===== config.mk =====
export PLATFORM = sky130hd
export DESIGN_NAME = core_decode_stage
export DESIGN_NICKNAME = d
export VERILOG_FILES = /design/src/verilog/core_pkg.sv /design/src/verilog/core_decode_conds.sv /design/src/verilog/core_decode_snd.sv /design/src/verilog/core_decode_data.sv /design/src/verilog/core_decode_ldst.sv /design/src/verilog/core_decode.sv /design/src/verilog/core_decode_stage.sv
export SDC_FILE = /design/constraint.sdc
export NUM_CORES = 1
export LEC_CHECK = 0
export ABC_AREA = 1
export BUFFER_PORTS_ARGS = -buffer_cell sky130_fd_sc_hd__clkbuf_2
export CAP_MARGIN = 40
export CORE_UTILIZATION = 50
export CTS_CLUSTER_DIAMETER = 30
export CTS_CLUSTER_SIZE = 40
export DETAILED_ROUTE_END_ITERATION = 7
export PLACE_DENSITY = 0.89
export SYNTH_ARGS = -nofsm -noshare
export SYNTH_HDL_FRONTEND = slang
export SYNTH_SLANG_ARGS = --single-unit

===== constraint.sdc =====
create_clock -name clk -period 2.8 [get_ports clk]
set_input_delay 0.28 -clock clk [delete_from_list [all_inputs] [get_ports clk]]
set_output_delay 0.28 -clock clk [all_outputs]
set_load 0.05 [all_outputs]

===== src/verilog/core_pkg.sv =====
package core_pkg;

	typedef logic [3:0] reg_num;

	localparam reg_num R14 = 4'd14;
	localparam reg_num R15 = 4'd15;

	// The same word read as a data-processing or as a load/store instruction
	typedef union packed {
		struct packed {
			logic [3:0]  cond;
			logic [2:0]  group;
			logic [3:0]  opcode;
			logic        s;
			reg_num      rn;
			reg_num      rd;
			logic [11:0] shifter;
		} dp;
		struct packed {
			logic [3:0]  cond;
			logic [2:0]  group;
			logic        p;
			logic        u;
			logic        b;
			logic        w;
			logic        l;
			reg_num      rn;
			reg_num      rd;
			logic [11:0] offset;
		} ls;
	} insn_word;

	typedef enum logic [3:0] {
		ALU_AND, ALU_EOR, ALU_SUB, ALU_RSB,
		ALU_ADD, ALU_ADC, ALU_SBC, ALU_RSC,
		ALU_TST, ALU_TEQ, ALU_CMP, ALU_CMN,
		ALU_ORR, ALU_MOV, ALU_BIC, ALU_MVN
	} alu_op_t;

	typedef enum logic [1:0] {
		SHIFT_LSL, SHIFT_LSR, SHIFT_ASR, SHIFT_ROR
	} shift_type_t;

	localparam int FLAG_N = 3;
	localparam int FLAG_Z = 2;
	localparam int FLAG_C = 1;
	localparam int FLAG_V = 0;

	localparam logic [3:0] COND_EQ = 4'h0, COND_NE = 4'h1, COND_CS = 4'h2, COND_CC = 4'h3;
	localparam logic [3:0] COND_MI = 4'h4, COND_PL = 4'h5, COND_VS = 4'h6, COND_VC = 4'h7;
	localparam logic [3:0] COND_HI = 4'h8, COND_LS = 4'h9, COND_GE = 4'ha, COND_LT = 4'hb;
	localparam logic [3:0] COND_GT = 4'hc, COND_LE = 4'hd, COND_AL = 4'he, COND_NV = 4'hf;

	// Values of insn[27:25]
	localparam logic [2:0] GROUP_DP_REG    = 3'b000;
	localparam logic [2:0] GROUP_DP_IMM    = 3'b001;
	localparam logic [2:0] GROUP_LDST_IMM  = 3'b010;
	localparam logic [2:0] GROUP_LDST_REG  = 3'b011;
	localparam logic [2:0] GROUP_LDST_MULT = 3'b100;
	localparam logic [2:0] GROUP_BRANCH    = 3'b101;

	// Bit 4 marks a register shift amount, bit 7 with it marks the extension space
	localparam int SHIFT_REG_BIT = 4;
	localparam int EXT_BIT       = 7;

endpackage


===== src/verilog/core_decode_conds.sv =====
`timescale 1ns/1ns

module core_decode_conds
	import core_pkg::*;
(
	input  logic [3:0] cond,
	input  logic [3:0] flags,

	output logic       execute,
	output logic       undefined
);

	logic n, z, c, v;

	assign n = flags[FLAG_N];
	assign z = flags[FLAG_Z];
	assign c = flags[FLAG_C];
	assign v = flags[FLAG_V];

	always_comb begin
		undefined = 1'b0;

		unique case (cond)
			COND_EQ: execute = z;
			COND_NE: execute = !z;
			COND_CS: execute = c;
			COND_CC: execute = !c;
			COND_MI: execute = n;
			COND_PL: execute = !n;
			COND_VS: execute = v;
			COND_VC: execute = !v;
			COND_HI: execute = c && !z;
			COND_LS: execute = !c || z;
			COND_GE: execute = n == v;
			COND_LT: execute = n != v;
			COND_GT: execute = !z && (n == v);
			COND_LE: execute = z || (n != v);
			COND_AL: execute = 1'b1;
			// NV is reserved on this core
			default: begin
				execute = 1'b0;
				undefined = 1'b1;
			end
		endcase
	end

endmodule


===== src/verilog/core_decode_snd.sv =====
`timescale 1ns/1ns

module core_decode_snd
	import core_pkg::*;
(
	input  insn_word    insn,
	input  logic        is_imm,
	input  logic        shift_by_reg_if_reg,

	output logic [11:0] imm,
	output shift_type_t shift_type,
	output logic [4:0]  shift_imm,
	output logic        shift_by_reg,
	output reg_num      rm,
	output reg_num      rs,
	output logic        undefined
);

	assign rm = insn.dp.shifter[3:0];
	assign rs = insn.dp.shifter[11:8];

	always_comb begin
		undefined = 1'b0;

		if (is_imm) begin
			// 8-bit value rotated right by twice the rotate field
			imm = {4'b0, insn.dp.shifter[7:0]};
			shift_type = SHIFT_ROR;
			shift_imm = {insn.dp.shifter[11:8], 1'b0};
			shift_by_reg = 1'b0;
		end else begin
			imm = '0;
			shift_type = shift_type_t'(insn.dp.shifter[6:5]);
			shift_imm = insn.dp.shifter[11:7];
			shift_by_reg = shift_by_reg_if_reg && insn[SHIFT_REG_BIT];

			// Bit 4 with bit 7 is multiply, swap and halfword space, none of it handled here
			undefined = insn[SHIFT_REG_BIT] && (!shift_by_reg_if_reg || insn[EXT_BIT]);
		end
	end

endmodule


===== src/verilog/core_decode_data.sv =====
`timescale 1ns/1ns

module core_decode_data
	import core_pkg::*;
(
	input  insn_word insn,

	output alu_op_t  op,
	output reg_num   rd,
	output reg_num   rn,
	output logic     uses_rn,
	output logic     writeback,
	output logic     update_flags,
	output logic     restore_spsr,
	output logic     snd_is_imm,
	output logic     snd_shift_by_reg_if_reg
);

	logic is_compare;

	assign op = alu_op_t'(insn.dp.opcode);
	assign rd = insn.dp.rd;
	assign rn = insn.dp.rn;

	// TST, TEQ, CMP and CMN sit at opcodes 10xx
	assign is_compare = insn.dp.opcode[3:2] == 2'b10;

	assign uses_rn = !(op inside {ALU_MOV, ALU_MVN});
	assign writeback = !is_compare;

	// With rd as the PC the S bit copies SPSR into CPSR instead of setting flags
	assign update_flags = insn.dp.s && (is_compare || rd != R15);
	assign restore_spsr = insn.dp.s && !is_compare && rd == R15;

	assign snd_is_imm = insn.dp.group == GROUP_DP_IMM;
	assign snd_shift_by_reg_if_reg = insn.dp.group == GROUP_DP_REG;

endmodule


===== src/verilog/core_decode_ldst.sv =====
`timescale 1ns/1ns

module core_decode_ldst
	import core_pkg::*;
(
	input  insn_word    insn,
	input  logic        multiple,

	output logic        load,
	output logic        byte_access,
	output logic        pre_index,
	output logic        base_writeback,
	output logic [15:0] reg_list,
	output alu_op_t     addr_op,
	output reg_num      rn,
	output reg_num      rd,
	output logic        offset_is_imm,
	output logic        restore_spsr
);

	assign load = insn.ls.l;
	assign pre_index = insn.ls.p;
	assign rn = insn.ls.rn;
	assign rd = insn.ls.rd;

	// In block transfers the B position holds the S bit instead
	assign byte_access = !multiple && insn.ls.b;

	// Post-indexed single transfers always update the base
	assign base_writeback = insn.ls.w || (!multiple && !insn.ls.p);

	assign reg_list = multiple ? {insn.ls.rd, insn.ls.offset} : 16'h0000;

	assign addr_op = insn.ls.u ? ALU_ADD : ALU_SUB;

	// The I bit of single transfers is inverted relative to data processing
	assign offset_is_imm = !insn.ls.group[0];

	// LDM with S and the PC in the list returns from an exception
	assign restore_spsr = multiple && insn.ls.b && insn.ls.l && reg_list[15];

endmodule


===== src/verilog/core_decode.sv =====
`timescale 1ns/1ns

module core_decode
	import core_pkg::*;
(
	input  insn_word    insn,
	input  logic [3:0]  flags,

	output logic        execute,
	output logic        undefined,
	output logic        writeback,
	output logic        update_flags,
	output logic        restore_spsr,
	output logic        branch,
	output logic [23:0] branch_offset,
	output alu_op_t     alu_op,
	output reg_num      rd,
	output reg_num      rn,
	output logic        uses_rn,
	output logic [11:0] snd_imm,
	output logic        snd_is_imm,
	output shift_type_t snd_shift_type,
	output logic [4:0]  snd_shift_imm,
	output logic        snd_shift_by_reg,
	output reg_num      snd_rm,
	output reg_num      snd_rs,
	output logic        mem_enable,
	output logic        mem_load,
	output logic        mem_byte,
	output logic        mem_pre_index,
	output logic        mem_base_writeback,
	output logic [15:0] mem_reg_list
);

	logic cond_execute, cond_undefined, group_undefined;
	logic is_ldst_single, is_ldst_multiple;

	logic op2_sel_imm, op2_sel_reg_shift;
	logic [11:0] op2_imm;
	shift_type_t op2_shift_type;
	logic [4:0] op2_shift_imm;
	logic op2_shift_by_reg, op2_undefined;
	reg_num op2_rm, op2_rs;

	alu_op_t data_op;
	reg_num data_rd, data_rn;
	logic data_uses_rn, data_writeback, data_update_flags, data_restore_spsr;
	logic data_snd_is_imm, data_snd_shift_by_reg_if_reg;

	logic ldst_load, ldst_byte, ldst_pre_index, ldst_base_writeback;
	logic ldst_offset_is_imm, ldst_restore_spsr;
	logic [15:0] ldst_reg_list;
	alu_op_t ldst_addr_op;
	reg_num ldst_rn, ldst_rd;

	assign is_ldst_single = insn.dp.group inside {GROUP_LDST_IMM, GROUP_LDST_REG};
	assign is_ldst_multiple = insn.dp.group == GROUP_LDST_MULT;

	assign op2_sel_imm = is_ldst_single ? ldst_offset_is_imm : data_snd_is_imm;
	assign op2_sel_reg_shift = data_snd_shift_by_reg_if_reg;

	core_decode_conds u_conds (
		.cond      (insn.dp.cond),
		.flags     (flags),
		.execute   (cond_execute),
		.undefined (cond_undefined)
	);

	core_decode_snd u_snd (
		.insn                (insn),
		.is_imm              (op2_sel_imm),
		.shift_by_reg_if_reg (op2_sel_reg_shift),
		.imm                 (op2_imm),
		.shift_type          (op2_shift_type),
		.shift_imm           (op2_shift_imm),
		.shift_by_reg        (op2_shift_by_reg),
		.rm                  (op2_rm),
		.rs                  (op2_rs),
		.undefined           (op2_undefined)
	);

	core_decode_data u_data (
		.insn                    (insn),
		.op                      (data_op),
		.rd                      (data_rd),
		.rn                      (data_rn),
		.uses_rn                 (data_uses_rn),
		.writeback               (data_writeback),
		.update_flags            (data_update_flags),
		.restore_spsr            (data_restore_spsr),
		.snd_is_imm              (data_snd_is_imm),
		.snd_shift_by_reg_if_reg (data_snd_shift_by_reg_if_reg)
	);

	core_decode_ldst u_ldst (
		.insn           (insn),
		.multiple       (is_ldst_multiple),
		.load           (ldst_load),
		.byte_access    (ldst_byte),
		.pre_index      (ldst_pre_index),
		.base_writeback (ldst_base_writeback),
		.reg_list       (ldst_reg_list),
		.addr_op        (ldst_addr_op),
		.rn             (ldst_rn),
		.rd             (ldst_rd),
		.offset_is_imm  (ldst_offset_is_imm),
		.restore_spsr   (ldst_restore_spsr)
	);

	always_comb begin
		unique case (insn.dp.group)
			// A compare without S is MRS, MSR or BX, so it neither writes nor sets flags
			GROUP_DP_REG, GROUP_DP_IMM:
				group_undefined = op2_undefined || (!data_writeback && !data_update_flags);
			GROUP_LDST_IMM, GROUP_LDST_REG: group_undefined = op2_undefined;
			GROUP_LDST_MULT, GROUP_BRANCH:  group_undefined = 1'b0;
			default:                        group_undefined = 1'b1;
		endcase
	end

	assign undefined = cond_undefined || group_undefined;
	assign execute = cond_execute && !group_undefined;

	always_comb begin
		writeback = 1'b0;
		update_flags = 1'b0;
		restore_spsr = 1'b0;
		branch = 1'b0;
		branch_offset = '0;
		alu_op = ALU_AND;
		rd = '0;
		rn = '0;
		uses_rn = 1'b0;
		snd_imm = '0;
		snd_is_imm = 1'b0;
		snd_shift_type = SHIFT_LSL;
		snd_shift_imm = '0;
		snd_shift_by_reg = 1'b0;
		snd_rm = '0;
		snd_rs = '0;
		mem_enable = 1'b0;
		mem_load = 1'b0;
		mem_byte = 1'b0;
		mem_pre_index = 1'b0;
		mem_base_writeback = 1'b0;
		mem_reg_list = '0;

		if (!undefined) begin
			unique case (insn.dp.group)
				GROUP_BRANCH: begin
					branch = 1'b1;
					branch_offset = insn[23:0];
					// Link computes PC - 4 into R14, which is the next instruction
					if (insn[24]) begin
						alu_op = ALU_SUB;
						rd = R14;
						rn = R15;
						uses_rn = 1'b1;
						snd_imm = 12'd4;
						snd_is_imm = 1'b1;
						writeback = 1'b1;
					end
				end
				GROUP_DP_REG, GROUP_DP_IMM: begin
					alu_op = data_op;
					rd = data_rd;
					rn = data_rn;
					uses_rn = data_uses_rn;
					writeback = data_writeback;
					update_flags = data_update_flags;
					restore_spsr = data_restore_spsr;
					snd_imm = op2_imm;
					snd_is_imm = data_snd_is_imm;
					snd_shift_type = op2_shift_type;
					snd_shift_imm = op2_shift_imm;
					snd_shift_by_reg = op2_shift_by_reg;
					snd_rm = op2_rm;
					snd_rs = op2_rs;
				end
				GROUP_LDST_IMM, GROUP_LDST_REG: begin
					mem_byte = ldst_byte;
					snd_is_imm = ldst_offset_is_imm;
					// Offsets are a plain 12-bit value, never rotated
					if (ldst_offset_is_imm) begin
						snd_imm = insn.ls.offset;
					end else begin
						snd_shift_type = op2_shift_type;
						snd_shift_imm = op2_shift_imm;
						snd_rm = op2_rm;
					end
				end
				GROUP_LDST_MULT: begin
					mem_reg_list = ldst_reg_list;
					restore_spsr = ldst_restore_spsr;
					snd_imm = 12'd4;
					snd_is_imm = 1'b1;
				end
				default: ;
			endcase

			// Both transfer kinds drive the ALU as the address adder
			if (is_ldst_single || is_ldst_multiple) begin
				mem_enable = 1'b1;
				mem_load = ldst_load;
				mem_pre_index = ldst_pre_index;
				mem_base_writeback = ldst_base_writeback;
				alu_op = ldst_addr_op;
				rd = ldst_rd;
				rn = ldst_rn;
				uses_rn = 1'b1;
				writeback = ldst_base_writeback || ldst_load;
			end
		end
	end

endmodule


===== src/verilog/core_decode_stage.sv =====
`timescale 1ns/1ns

module core_decode_stage
	import core_pkg::*;
(
	input  logic        clk,
	input  logic        rst_n,
	input  logic        in_valid,
	input  logic [31:0] insn,
	input  logic [3:0]  flags,

	output logic        out_valid,
	output logic        execute,
	output logic        undefined,
	output logic        writeback,
	output logic        update_flags,
	output logic        restore_spsr,
	output logic        branch,
	output logic [23:0] branch_offset,
	output alu_op_t     alu_op,
	output reg_num      rd,
	output reg_num      rn,
	output logic        uses_rn,
	output logic [11:0] snd_imm,
	output logic        snd_is_imm,
	output shift_type_t snd_shift_type,
	output logic [4:0]  snd_shift_imm,
	output logic        snd_shift_by_reg,
	output reg_num      snd_rm,
	output reg_num      snd_rs,
	output logic        mem_enable,
	output logic        mem_load,
	output logic        mem_byte,
	output logic        mem_pre_index,
	output logic        mem_base_writeback,
	output logic [15:0] mem_reg_list
);

	logic d_execute, d_undefined, d_writeback, d_update_flags, d_restore_spsr, d_branch;
	logic [23:0] d_branch_offset;
	alu_op_t d_alu_op;
	reg_num d_rd, d_rn, d_snd_rm, d_snd_rs;
	logic d_uses_rn, d_snd_is_imm, d_snd_shift_by_reg;
	logic [11:0] d_snd_imm;
	shift_type_t d_snd_shift_type;
	logic [4:0] d_snd_shift_imm;
	logic d_mem_enable, d_mem_load, d_mem_byte, d_mem_pre_index, d_mem_base_writeback;
	logic [15:0] d_mem_reg_list;

	core_decode u_core_decode (
		.insn               (insn),
		.flags              (flags),
		.execute            (d_execute),
		.undefined          (d_undefined),
		.writeback          (d_writeback),
		.update_flags       (d_update_flags),
		.restore_spsr       (d_restore_spsr),
		.branch             (d_branch),
		.branch_offset      (d_branch_offset),
		.alu_op             (d_alu_op),
		.rd                 (d_rd),
		.rn                 (d_rn),
		.uses_rn            (d_uses_rn),
		.snd_imm            (d_snd_imm),
		.snd_is_imm         (d_snd_is_imm),
		.snd_shift_type     (d_snd_shift_type),
		.snd_shift_imm      (d_snd_shift_imm),
		.snd_shift_by_reg   (d_snd_shift_by_reg),
		.snd_rm             (d_snd_rm),
		.snd_rs             (d_snd_rs),
		.mem_enable         (d_mem_enable),
		.mem_load           (d_mem_load),
		.mem_byte           (d_mem_byte),
		.mem_pre_index      (d_mem_pre_index),
		.mem_base_writeback (d_mem_base_writeback),
		.mem_reg_list       (d_mem_reg_list)
	);

	// Control bits are qualified by the valid strobe so idle cycles do nothing downstream
	always_ff @(posedge clk) begin
		if (!rst_n) begin
			out_valid <= 1'b0;
			execute <= 1'b0;
			undefined <= 1'b0;
			writeback <= 1'b0;
			update_flags <= 1'b0;
			restore_spsr <= 1'b0;
			branch <= 1'b0;
			mem_enable <= 1'b0;
		end else begin
			out_valid <= in_valid;
			execute <= in_valid && d_execute;
			undefined <= in_valid && d_undefined;
			writeback <= in_valid && d_writeback;
			update_flags <= in_valid && d_update_flags;
			restore_spsr <= in_valid && d_restore_spsr;
			branch <= in_valid && d_branch;
			mem_enable <= in_valid && d_mem_enable;
		end
	end

	always_ff @(posedge clk) begin
		branch_offset <= d_branch_offset;
		alu_op <= d_alu_op;
		rd <= d_rd;
		rn <= d_rn;
		uses_rn <= d_uses_rn;
		snd_imm <= d_snd_imm;
		snd_is_imm <= d_snd_is_imm;
		snd_shift_type <= d_snd_shift_type;
		snd_shift_imm <= d_snd_shift_imm;
		snd_shift_by_reg <= d_snd_shift_by_reg;
		snd_rm <= d_snd_rm;
		snd_rs <= d_snd_rs;
		mem_load <= d_mem_load;
		mem_byte <= d_mem_byte;
		mem_pre_index <= d_mem_pre_index;
		mem_base_writeback <= d_mem_base_writeback;
		mem_reg_list <= d_mem_reg_list;
	end

	// A block transfer that executes moves at least one register
	assert property (@(posedge clk) disable iff (!rst_n)
		in_valid && insn[27:25] == GROUP_LDST_MULT |=> !execute || mem_reg_list != 16'h0000);

endmodule


==> results of run 1 <==
[worst paths after layout]
check	to	slack (ps)
max	mem_enable	1230
min	branch_offset[18]	150
[power by group through the flow]
| stage | registers (mW) | logic (mW) | clock network (mW) |
|---|---|---|---|
| after CTS | 1.40 | 0.444 | 0.859 |
| after detailed placement | 1.44 | 0.442 | 0 |
| after global routing | 1.41 | 0.473 | 0.908 |
| after global placement | 1.43 | 0.435 | 0 |
| final | 1.40 | 0.443 | 0.849 |
| after floorplan | 1.62 | 0.135 | 0 |
[layout by cell type, fill, tap and decap left out, types with 4 or more instances in the layout]
cell type  synthesis  routed
clkbuf_2           0     132
dfxtp_1           94      94
nor2_1            58      58
inv_1             48      48
nand2_1           40      40
nor2_2            33      33
nor3_1            15      15
nand3_1           15      15
a21oi_1           14      14
clkbuf_8           0       9
o21ai_0            4       4
[metal layers]
layer,vias to the layer above,GRT usage [%]
li1,1329,-
met1,1184,26.4
met2,113,40.8
met3,10,5.11
met4,0,8.04
met5,-,0
[critical path, stage by stage]
cell      delay, ps
clkbuf_2        150
nor2_2          270
nand2_2         120
o21ai_1         150
nand3_2         410
nor2_1          280
inv_1            90
nor2_1          100
[final cells by class]
cell class                      count  area [sq um]  share of cell area, %
Sequential cell                    94          1880                   47.5
Multi-Input combinational cell    195           958                   24.2
Timing Repair Buffer              132           661                   16.7
Inverter                           50           188                   4.73
Clock buffer                       12           135                   3.41
Tap cell                           75          93.8                   2.37
Clock inverter                      4          47.5                   1.20
[stage by stage]
stage	util, %	hold slack [ps]	instance area, sq um
after global routing	67.0	147	3970
after floorplan	-	407	3080
after detailed placement	63.9	510	3780
after CTS	67.0	136	3970
final	67.0	148	3970
after global placement	63.9	512	3780
[cell usage after synthesis (all sizes together)]
| master | instances | area, sq um |
|---|---|---|
| dfxtp | 94 | 1880 |
| nor2 | 93 | 455 |
| inv | 50 | 188 |
| nand2 | 45 | 191 |
| nand3 | 16 | 85.1 |
| nor3 | 16 | 91.3 |
| a21oi | 14 | 70.1 |
| buf | 6 | 55.1 |
| o21ai | 5 | 25.0 |
| a31oi | 2 | 12.5 |
| and3 | 1 | 6.26 |
| nand3b | 1 | 7.51 |
| nand4 | 1 | 6.26 |
| o31ai | 1 | 7.51 |
[kinds of logic after synthesis]
kind of cell	after synthesis	synth area share [%]
flip-flops	94	61.0
buffers and inverters	56	7.87
AO/OA/AOI/OAI	22	3.73
AND/OR/NAND/NOR	173	27.4
==> out/qor.yml, run 1 <==
status:
  status: "completed"
timing:
  hold_viol: 0
  rsz0062_at_grt: "no"
  slew_violations: 0
  final_period_minus_worst_setup_slack_ps: 1570
  worstMarginPinSlew_ps: 493
  max_freq_mhz: 638
  setup_tns_ps: 0
  setup_viol: 0
  period_share_pct: 56.0
  setup_ws_ps: 1230
  relSlewSlack_pct: 67.1
power:
  power_mw: 2.70
  p_comb_share_pct: 16.4
  internal_power_mw: 1.90
  swShare_pct: 29.6
  sequentialPowerShare_pct: 52.1
  peakVddDrop_uv: 380
  leakage_nw: 2.11
  switchingPower_uw: 799
  p_clk_share_pct: 31.5
  power_density_nw_per_um2: 680
global_routing:
  grt_use_total_pct: 22.8
  gr-total-overflow: 0
  grt_pass1_vias: 2390
  grt_pass1_wl_mm: 11.0
  antenna_found_initial: 0
  grt_max_degree: 26
clock_tree:
  cts_resized: 0
  ctsHoldBuffers: 0
  cts_root_buffer: "clkbuf_8"
  tritoncts: "yes"
  cts_sinks: 94
  path_clk_slew_ps: 80
  h-tree-depth: 3
  cts_buffers: 9
  cts.path.max_buffers: 2
  postCtsSetupBuffers: 0
cells_and_area:
  n_antenna_cell: 0
  fin_nets: 521
  largest_register: "branch_offset"
  largest_reg_flops: 24
  largestRegisters: "branch_offset x24, mem_reg_list x16, snd_imm x12"
  drive_gt1_share_pct: 38.8
  layout-area-overhead-vs-synth_pct: 28.6
  n_fill_cell: 482
  stdcell_count: 562
min_path:
  hold_depth: 3
  hp-start: "insn[18]"
  hold_class: "primary input to register"
floorplanning:
  initial_core_util_pct: 52.1
  core_area_sq_um: 5920
  num_io_pins: 133
  die_w_microns: 80.5
  dieArea_sq_um: 6480
  placementRows: 28
  die_h_microns: 80.5
yosys:
  ys_types: 24
  syn_area_per_cell_sq_um: 8.94
  ys_ff_latch: 94
  syn_area_sq_um: 3080
  yosysWarnings: 0
  ys_seq_area_share_pct: 61.0
  syn-num-nets: 384
  synth_cells: 345
placement:
  hpwl_mm: 5.45
  dp.cells: 546
  port_buffers: 132
  pre_cts_slack_ps: 883
  gp_congestion: 0.851
routing:
  drc: 0
  top_layer_used: "met4"
  met3_length_microns: 487
  vias_per_cell: 4.69
  wl_per_cell_microns: 12.8
  drtAntennaViolNets: 0
  num_vias: 2636
  drt_iter0_drc: 106
  wl_met2_mm: 3.63
  wirelength_mm: 7.19
  dr.pass1.iters: 4
  wl_met1_mm: 2.96
critical_path:
  worstPathMaxFanout: 25
  cp-startpoint: "insn[26]"
  required_ps: 3090
  worstSetupPathType: "primary input to register"
  critical_path.startpoint_type: "primary input"
  worstSetupEndpointType: "register"
  crit_arrival_ps: 1850
job:
  maxCapViolations: 0
(Power assumes the default switching activity.)
==> run 2, diff against run 1 <==
--- a/config.mk
+++ b/config.mk
@@ -5,14 +5,14 @@
 export SDC_FILE = /design/constraint.sdc
 export NUM_CORES = 1
 export LEC_CHECK = 0
-export ABC_AREA = 1
+export ABC_AREA = 0
 export BUFFER_PORTS_ARGS = -buffer_cell sky130_fd_sc_hd__clkbuf_2
 export CAP_MARGIN = 40
-export CORE_UTILIZATION = 50
+export CORE_UTILIZATION = 42
 export CTS_CLUSTER_DIAMETER = 30
 export CTS_CLUSTER_SIZE = 40
 export DETAILED_ROUTE_END_ITERATION = 7
-export PLACE_DENSITY = 0.89
+export PLACE_DENSITY = 0.81
 export SYNTH_ARGS = -nofsm -noshare
 export SYNTH_HDL_FRONTEND = slang
 export SYNTH_SLANG_ARGS = --single-unit
==> constraint.sdc (replaced) <==
create_clock -name clk -period 1.4 [get_ports clk]
set_input_delay 0.14 -clock clk [delete_from_list [all_inputs] [get_ports clk]]
set_output_delay 0.14 -clock clk [all_outputs]
set_load 0.05 [all_outputs]
==> out/qor.yml, run 2 <==
yosys:
  synth_top_cell_area_share_pct: 60.2  # was 61.0%
  ys_ff_latch: 94  # unchanged
  synth_top_cell_by_area: "dfxtp_1"  # unchanged
  syn_area_sq_um: 3130  # was 3080 sq um
  ys_seq_area_share_pct: 60.2  # was 61.0%
  async_flop_share_pct: 0  # unchanged
  syn_area_per_cell_sq_um: 10.3  # was 8.94 sq um
  ys_types: 45  # was 24
  syn-num-nets: 343  # was 384
  yosysWarnings: 0  # unchanged
  ys.flop_type: "dfxtp_1"  # unchanged
  synth.most_common_cell: "dfxtp_1"  # unchanged
  ys_top_cells_by_count: "94 x dfxtp_1, 60 x and2_1, 21 x nor2_1"  # was 94 x dfxtp_1, 58 x nor2_1, 48 x inv_1
  synth_cells: 304  # was 345
  synth_edf_count: 0  # unchanged
  synth.area.top_cells: "dfxtp_1 60%, and2_1 12%, a21oi_1 3.0%, nor2_1 2.5%, nand2_1 2.4%"  # was dfxtp_1 61%, nor2_1 7.1%, nor2_2 6.7%, inv_1 5.8%, nand2_1 4.9%
floorplanning:
  placementRows: 31  # was 28
  die_h_microns: 88.3  # was 80.5 microns
  initial_core_util_pct: 43.4  # was 52.1%
  core_area_sq_um: 7210  # was 5920 sq um
  num_io_pins: 133  # unchanged
  dieArea_sq_um: 7800  # was 6480 sq um
  die_w_microns: 88.3  # was 80.5 microns
critical_path:
  crit_arrival_ps: 1610  # was 1850 ps
  worstSetupPathType: "primary input to register"  # unchanged
  critical_path.startpoint_type: "primary input"  # unchanged
  required_ps: 1710  # was 3090 ps
  worstSetupEndpointType: "register"  # unchanged
  worstPathMaxFanout: 7  # was 25
cells_and_area:
  final_common_cell: "clkbuf_2"  # unchanged
  final_cell_mix: "132 x clkbuf_2, 94 x dfxtp_1, 60 x and2_1, 35 x buf_4, 21 x nor2_1"  # was 132 x clkbuf_2, 94 x dfxtp_1, 58 x nor2_1, 48 x inv_1, 40 x nand2_1
  stdcell_count: 575  # was 562
  final_util_pct: 59.8  # was 67.0%
  largestRegisters: "branch_offset x24, mem_reg_list x16, snd_imm x12"  # unchanged
  largest_register: "branch_offset"  # unchanged
  n_antenna_cell: 0  # unchanged
  n_fill_cell: 663  # was 482
  fin_nets: 510  # was 521
  drive_gt1_share_pct: 39.9  # was 38.8%
  layout-area-overhead-vs-synth_pct: 38.0  # was 28.6%
  largest_reg_flops: 24  # unchanged
timing:
  holdWs_ps: 20.5  # was 148 ps
  slew_violations: 0  # unchanged
  setup_tns_ps: 0  # unchanged
  relSlewSlack_pct: 75.0  # was 67.1%
  hold_viol: 0  # unchanged
  max_freq_mhz: 765
  period_share_pct: 93.4
  rsz0062_at_grt: "no"  # unchanged
  setup_viol: 0  # unchanged
  worstMarginPinSlew_ps: 372  # was 493 ps
  final_period_minus_worst_setup_slack_ps: 1310
routing:
  drt_iter0_drc: 45  # was 106
  met3_length_microns: 439  # was 487 microns
  num_vias: 2661  # was 2,636
  vias_per_cell: 4.63  # was 4.69
  drc: 0  # unchanged
  wl_met1_mm: 3.23  # was 2.96 mm
  drtAntennaViolNets: 0  # unchanged
  wirelength_mm: 7.63  # was 7.19 mm
  top_layer_used: "met4"  # unchanged
  wl_per_cell_microns: 13.3  # was 12.8 microns
  dr.pass1.iters: 7  # was 4
  wl_met2_mm: 3.84  # was 3.63 mm
power:
  leakage_nw: 2.14  # was 2.11 nW
  power_density_nw_per_um2: 1260  # was 680 nW/um^2
  peakVddDrop_uv: 444  # was 380 uV
min_path:
  hold_class: "primary input to register"  # unchanged
  hold_depth: 2  # was 3
clock_tree:
  postCtsSetupBuffers: 0  # unchanged
  h-tree-depth: 3  # unchanged
  cts_root_buffer: "clkbuf_8"  # unchanged
  cts_buffers: 9  # unchanged
  cts_sinks: 94  # unchanged
  tritoncts: "yes"  # unchanged
  path_clk_slew_ps: 90  # was 80 ps
  cts.path.max_buffers: 2  # unchanged
global_routing:
  antenna_found_initial: 0  # unchanged
  grt_use_total_pct: 20.8  # was 22.8%
  grt_pass1_vias: 2492  # was 2,390
  grt_max_degree: 19  # was 26
  gr-total-overflow: 0  # unchanged
  grt_pass1_wl_mm: 12.0  # was 11.0 mm
placement:
  gp_congestion: 0.900  # was 0.851
  port_buffers: 132  # unchanged
  dp.cells: 555  # was 546
  hpwl_mm: 5.79  # was 5.45 mm
job:
  maxCapViolations: 0  # unchanged
status:
  status: "completed"  # unchanged
## run 2: metal layers
metal  vias to the layer above  track usage [%]
met4                         0             8.21
met3                        11             5.78
li1                       1350                -
met5                         -                0
met2                        98             36.2
met1                      1202             24.2
## run 2: metrics by stage
stage	power, mW	setup WS [ps]	area [sq um]
after detailed placement	3.84	-253	4100
final	5.43	92.1	4320
after floorplan	3.51	33.8	3130
after CTS	5.48	115	4320
after global placement	3.82	-277	4100
after global routing	5.69	14.4	4320
## run 2: power breakdown
group	leakage (nW)	internal, mW	switching [mW]
logic	1.29	0.293	0.681
registers	0.767	2.78	0.0281
clock network	0.0842	0.666	0.978
## run 2: worst max-delay path, stage by stage
cell,delay (ps)
clkbuf_2,120
buf_4,150
nand2_1,60
o21ai_1,100
or3_1,340
buf_4,180
nor3_4,270
and4b_1,250
## run 2: cells by family after synthesis
family | count (synthesis) | synth area share, %
XOR/XNOR | 3 | 0.840
multiplexers | 3 | 0.960
AO/OA/AOI/OAI | 42 | 8.28
AND/OR/NAND/NOR | 142 | 26.6
buffers and inverters | 20 | 3.12
flip-flops | 94 | 60.2
## run 2: timing repair
action                    4_1_cts  5_1_grt
gates resized for setup         0        0
hold buffers                    4        0
hold endpoints to repair        5        0
## run 2: final cells by class
type / count / area (sq um) / share of cell area, %
Clock buffer: 9 / 124 / 2.87
Inverter: 5 / 18.8 / 0.435
Timing Repair Buffer: 171 / 963 / 22.3
Multi-Input combinational cell: 190 / 1150 / 26.6
Tap cell: 99 / 124 / 2.87
Sequential cell: 94 / 1880 / 43.6
Clock inverter: 7 / 56.3 / 1.30
## run 2: path summary, 6_finish.rpt
check / startpoint / to
hold / removal: insn[19] / branch_offset[19]
setup / recovery: insn[26] / update_flags
==> run 3, diff against run 2 <==
--- a/config.mk
+++ b/config.mk
@@ -8,11 +8,11 @@
 export ABC_AREA = 0
 export BUFFER_PORTS_ARGS = -buffer_cell sky130_fd_sc_hd__clkbuf_2
 export CAP_MARGIN = 40
-export CORE_UTILIZATION = 42
+export CORE_UTILIZATION = 47
 export CTS_CLUSTER_DIAMETER = 30
 export CTS_CLUSTER_SIZE = 40
 export DETAILED_ROUTE_END_ITERATION = 7
-export PLACE_DENSITY = 0.81
+export PLACE_DENSITY = 0.85
 export SYNTH_ARGS = -nofsm -noshare
 export SYNTH_HDL_FRONTEND = slang
 export SYNTH_SLANG_ARGS = --single-unit
==> constraint.sdc (replaced) <==
create_clock -name clk -period 1.28 [get_ports clk]
set_input_delay 0.128 -clock clk [delete_from_list [all_inputs] [get_ports clk]]
set_output_delay 0.128 -clock clk [all_outputs]
set_load 0.05 [all_outputs]
==> out/qor.yml, run 3 (same netlist as run 2, synthesis figures left out) <==
status:
  status: "completed"  # unchanged
global_routing:
  antenna_found_initial: 0  # unchanged
  grt_use_total_pct: 24.0  # was 20.8%
  grt_pass1_vias: 2672  # was 2,492
  gr-total-overflow: 0  # unchanged
  grt_max_degree: 23  # was 19
  grt_pass1_wl_mm: 13.1  # was 12.0 mm
critical_path:
  crit_end: "update_flags"  # unchanged
  worstPathMaxFanout: 7  # unchanged
  critical_path.startpoint_type: "primary input"  # unchanged
  crit_arrival_ps: 1550  # was 1610 ps
  worstSetupPathType: "primary input to register"  # unchanged
  crit_chain: "clkbuf_2 -> or3b_4 -> a21oi_2 -> or3_4 -> buf_6 -> nor3_4 -> and4b_1"  # was clkbuf_2 -> buf_4 -> nand2_1 -> o21ai_1 -> or3_1 -> buf_4 -> nor3_4 -> and4b_1
  max_stage_delay_ps: 360  # was 340 ps
  slowest_stage: "or3_4"  # was or3_1
  required_ps: 1580  # was 1710 ps
  worstSetupEndpointType: "register"  # unchanged
  cp-startpoint: "insn[7]"  # was insn[26]
routing:
  drtAntennaViolNets: 0  # unchanged
  vias_per_cell: 4.96  # was 4.63
  num_vias: 2804  # was 2,661
  dr.pass1.iters: 4  # was 7
  wirelength_mm: 8.38  # was 7.63 mm
  drc: 0  # unchanged
  wl_per_cell_microns: 14.8  # was 13.3 microns
  drt_iter0_drc: 93  # was 45
floorplanning:
  die_w_microns: 83.6  # was 88.3 microns
  dieArea_sq_um: 6990  # was 7800 sq um
  initial_core_util_pct: 49.0  # was 43.4%
  die_h_microns: 83.6  # was 88.3 microns
  placementRows: 29  # was 31
  core_area_sq_um: 6390  # was 7210 sq um
  num_io_pins: 133  # unchanged
power:
  power_density_nw_per_um2: 1390  # was 1260 nW/um^2
  power_mw: 6.22  # was 5.43 mW
  peakVddDrop_uv: 1700  # was 444 uV
  leakage_nw: 2.22  # was 2.14 nW
clock_tree:
  tritoncts: "yes"  # unchanged
  cts_buffers: 9  # unchanged
  cts.path.max_buffers: 2  # unchanged
  cts_sinks: 94  # unchanged
  cts_root_buffer: "clkbuf_8"  # unchanged
  path_clk_slew_ps: 90  # about the same
  h-tree-depth: 3  # unchanged
cells_and_area:
  largest_reg_flops: 24  # unchanged
  fin_nets: 522  # was 510
  layout-area-overhead-vs-synth_pct: 42.6  # was 38.0%
  final_cell_mix: "132 x clkbuf_2, 94 x dfxtp_1, 60 x and2_1, 41 x buf_4, 21 x nor2_1"  # was 132 x clkbuf_2, 94 x dfxtp_1, 60 x and2_1, 35 x buf_4, 21 x nor2_1
  stdcell_count: 565  # was 575
  final_util_pct: 69.8  # was 59.8%
  largest_register: "branch_offset"  # unchanged
  n_fill_cell: 487  # was 663
  drive_gt1_share_pct: 42.2  # was 39.9%
  final_common_cell: "clkbuf_2"  # unchanged
  n_antenna_cell: 0  # unchanged
  design_area_sq_um: 4460  # was 4320 sq um
  largestRegisters: "branch_offset x24, mem_reg_list x16, snd_imm x12"  # unchanged
job:
  maxCapViolations: 0  # unchanged
timing:
  setup_ws_ps: 31.1  # was 92.1 ps
  max_freq_mhz: 801
  worstMarginPinSlew_ps: 357  # was 372 ps
  holdWs_ps: 19.3  # was 20.5 ps
  setup_viol: 0  # unchanged
  setup_tns_ps: 0  # unchanged
  hold_viol: 0  # unchanged
  relSlewSlack_pct: 75.9  # was 75.0%
  period_share_pct: 97.6
  final_period_minus_worst_setup_slack_ps: 1250
  rsz0062_at_grt: "yes"  # was no
  slew_violations: 0  # unchanged
placement:
  place_area_sq_um: 4130  # was 4100 sq um
  port_buffers: 132  # unchanged
  pre_cts_slack_ps: -373  # was -253 ps
  hpwl_mm: 6.02  # was 5.79 mm
  dp.cells: 538  # was 555
  gp_congestion: 0.887  # was 0.900
min_path:
  hold_class: "primary input to register"  # unchanged
## run 3: changes by cell type in the layout (fill, tap and decap cells not counted), moves of 2 or more
cell and delta:
clkinvlp_4 -2, clkinv_4 +2, dlygate4sd3_1 +4, buf_4 +6
## run 3: worst min path at each step
stage	slack, ps	depth (start not counted)	end	start
floorplan	250	1	alu_op[0]	insn[21]
global placement	370	2	snd_rm[1]	insn[1]
detailed placement	370	2	branch_offset[19]	insn[19]
CTS	3	2	snd_imm[5]	insn[5]
global route	10	2	snd_shift_type[1]	insn[6]
finish	20	2	snd_imm[5]	insn[5]
## run 3: what timing repair did
action | CTS | global route
setup endpoints to repair | 11 | 3
hold buffers | 8 | 0
setup buffers | 1 | 2
resized for setup | 1 | 2
pin swaps | 1 | 4
endpoints found under the hold margin | 14 | 0
## run 3: where the power goes
part,internal (mW),switching [mW]
combinational,0.361,0.769
clock,0.966,1.04
sequential,3.04,0.0370
total,4.37,1.85
## run 3: per-layer routing
| metal | part of all wire [%] | vias up | track usage (%) |
|---|---|---|---|
| li1 | - | 1370 | - |
| met1 | 41 | 1316 | 28.2 |
| met2 | 51 | 109 | 42.8 |
| met3 | 6.3 | 9 | 6.33 |
| met4 | 1.0 | 0 | 7.24 |
| met5 | 0 | - | 0 |
## run 3: worst max-delay path: cells and delay by family
family,cells,cell delay [ps]
AO/OA/AOI/OAI,1,50
buffers and inverters,2,250
AND/OR/NAND/NOR,4,1110
## run 3: final cells by class
type	instances	area [sq um]	area share (%)
inverters	5	18.8	0.421
multi-input cells	190	1180	26.4
repair buffers	183	1080	24.2
clock inverters	6	68.8	1.54
clock buffers	10	138	3.09
flip-flops and latches	94	1880	42.2
well taps	77	96.3	2.16
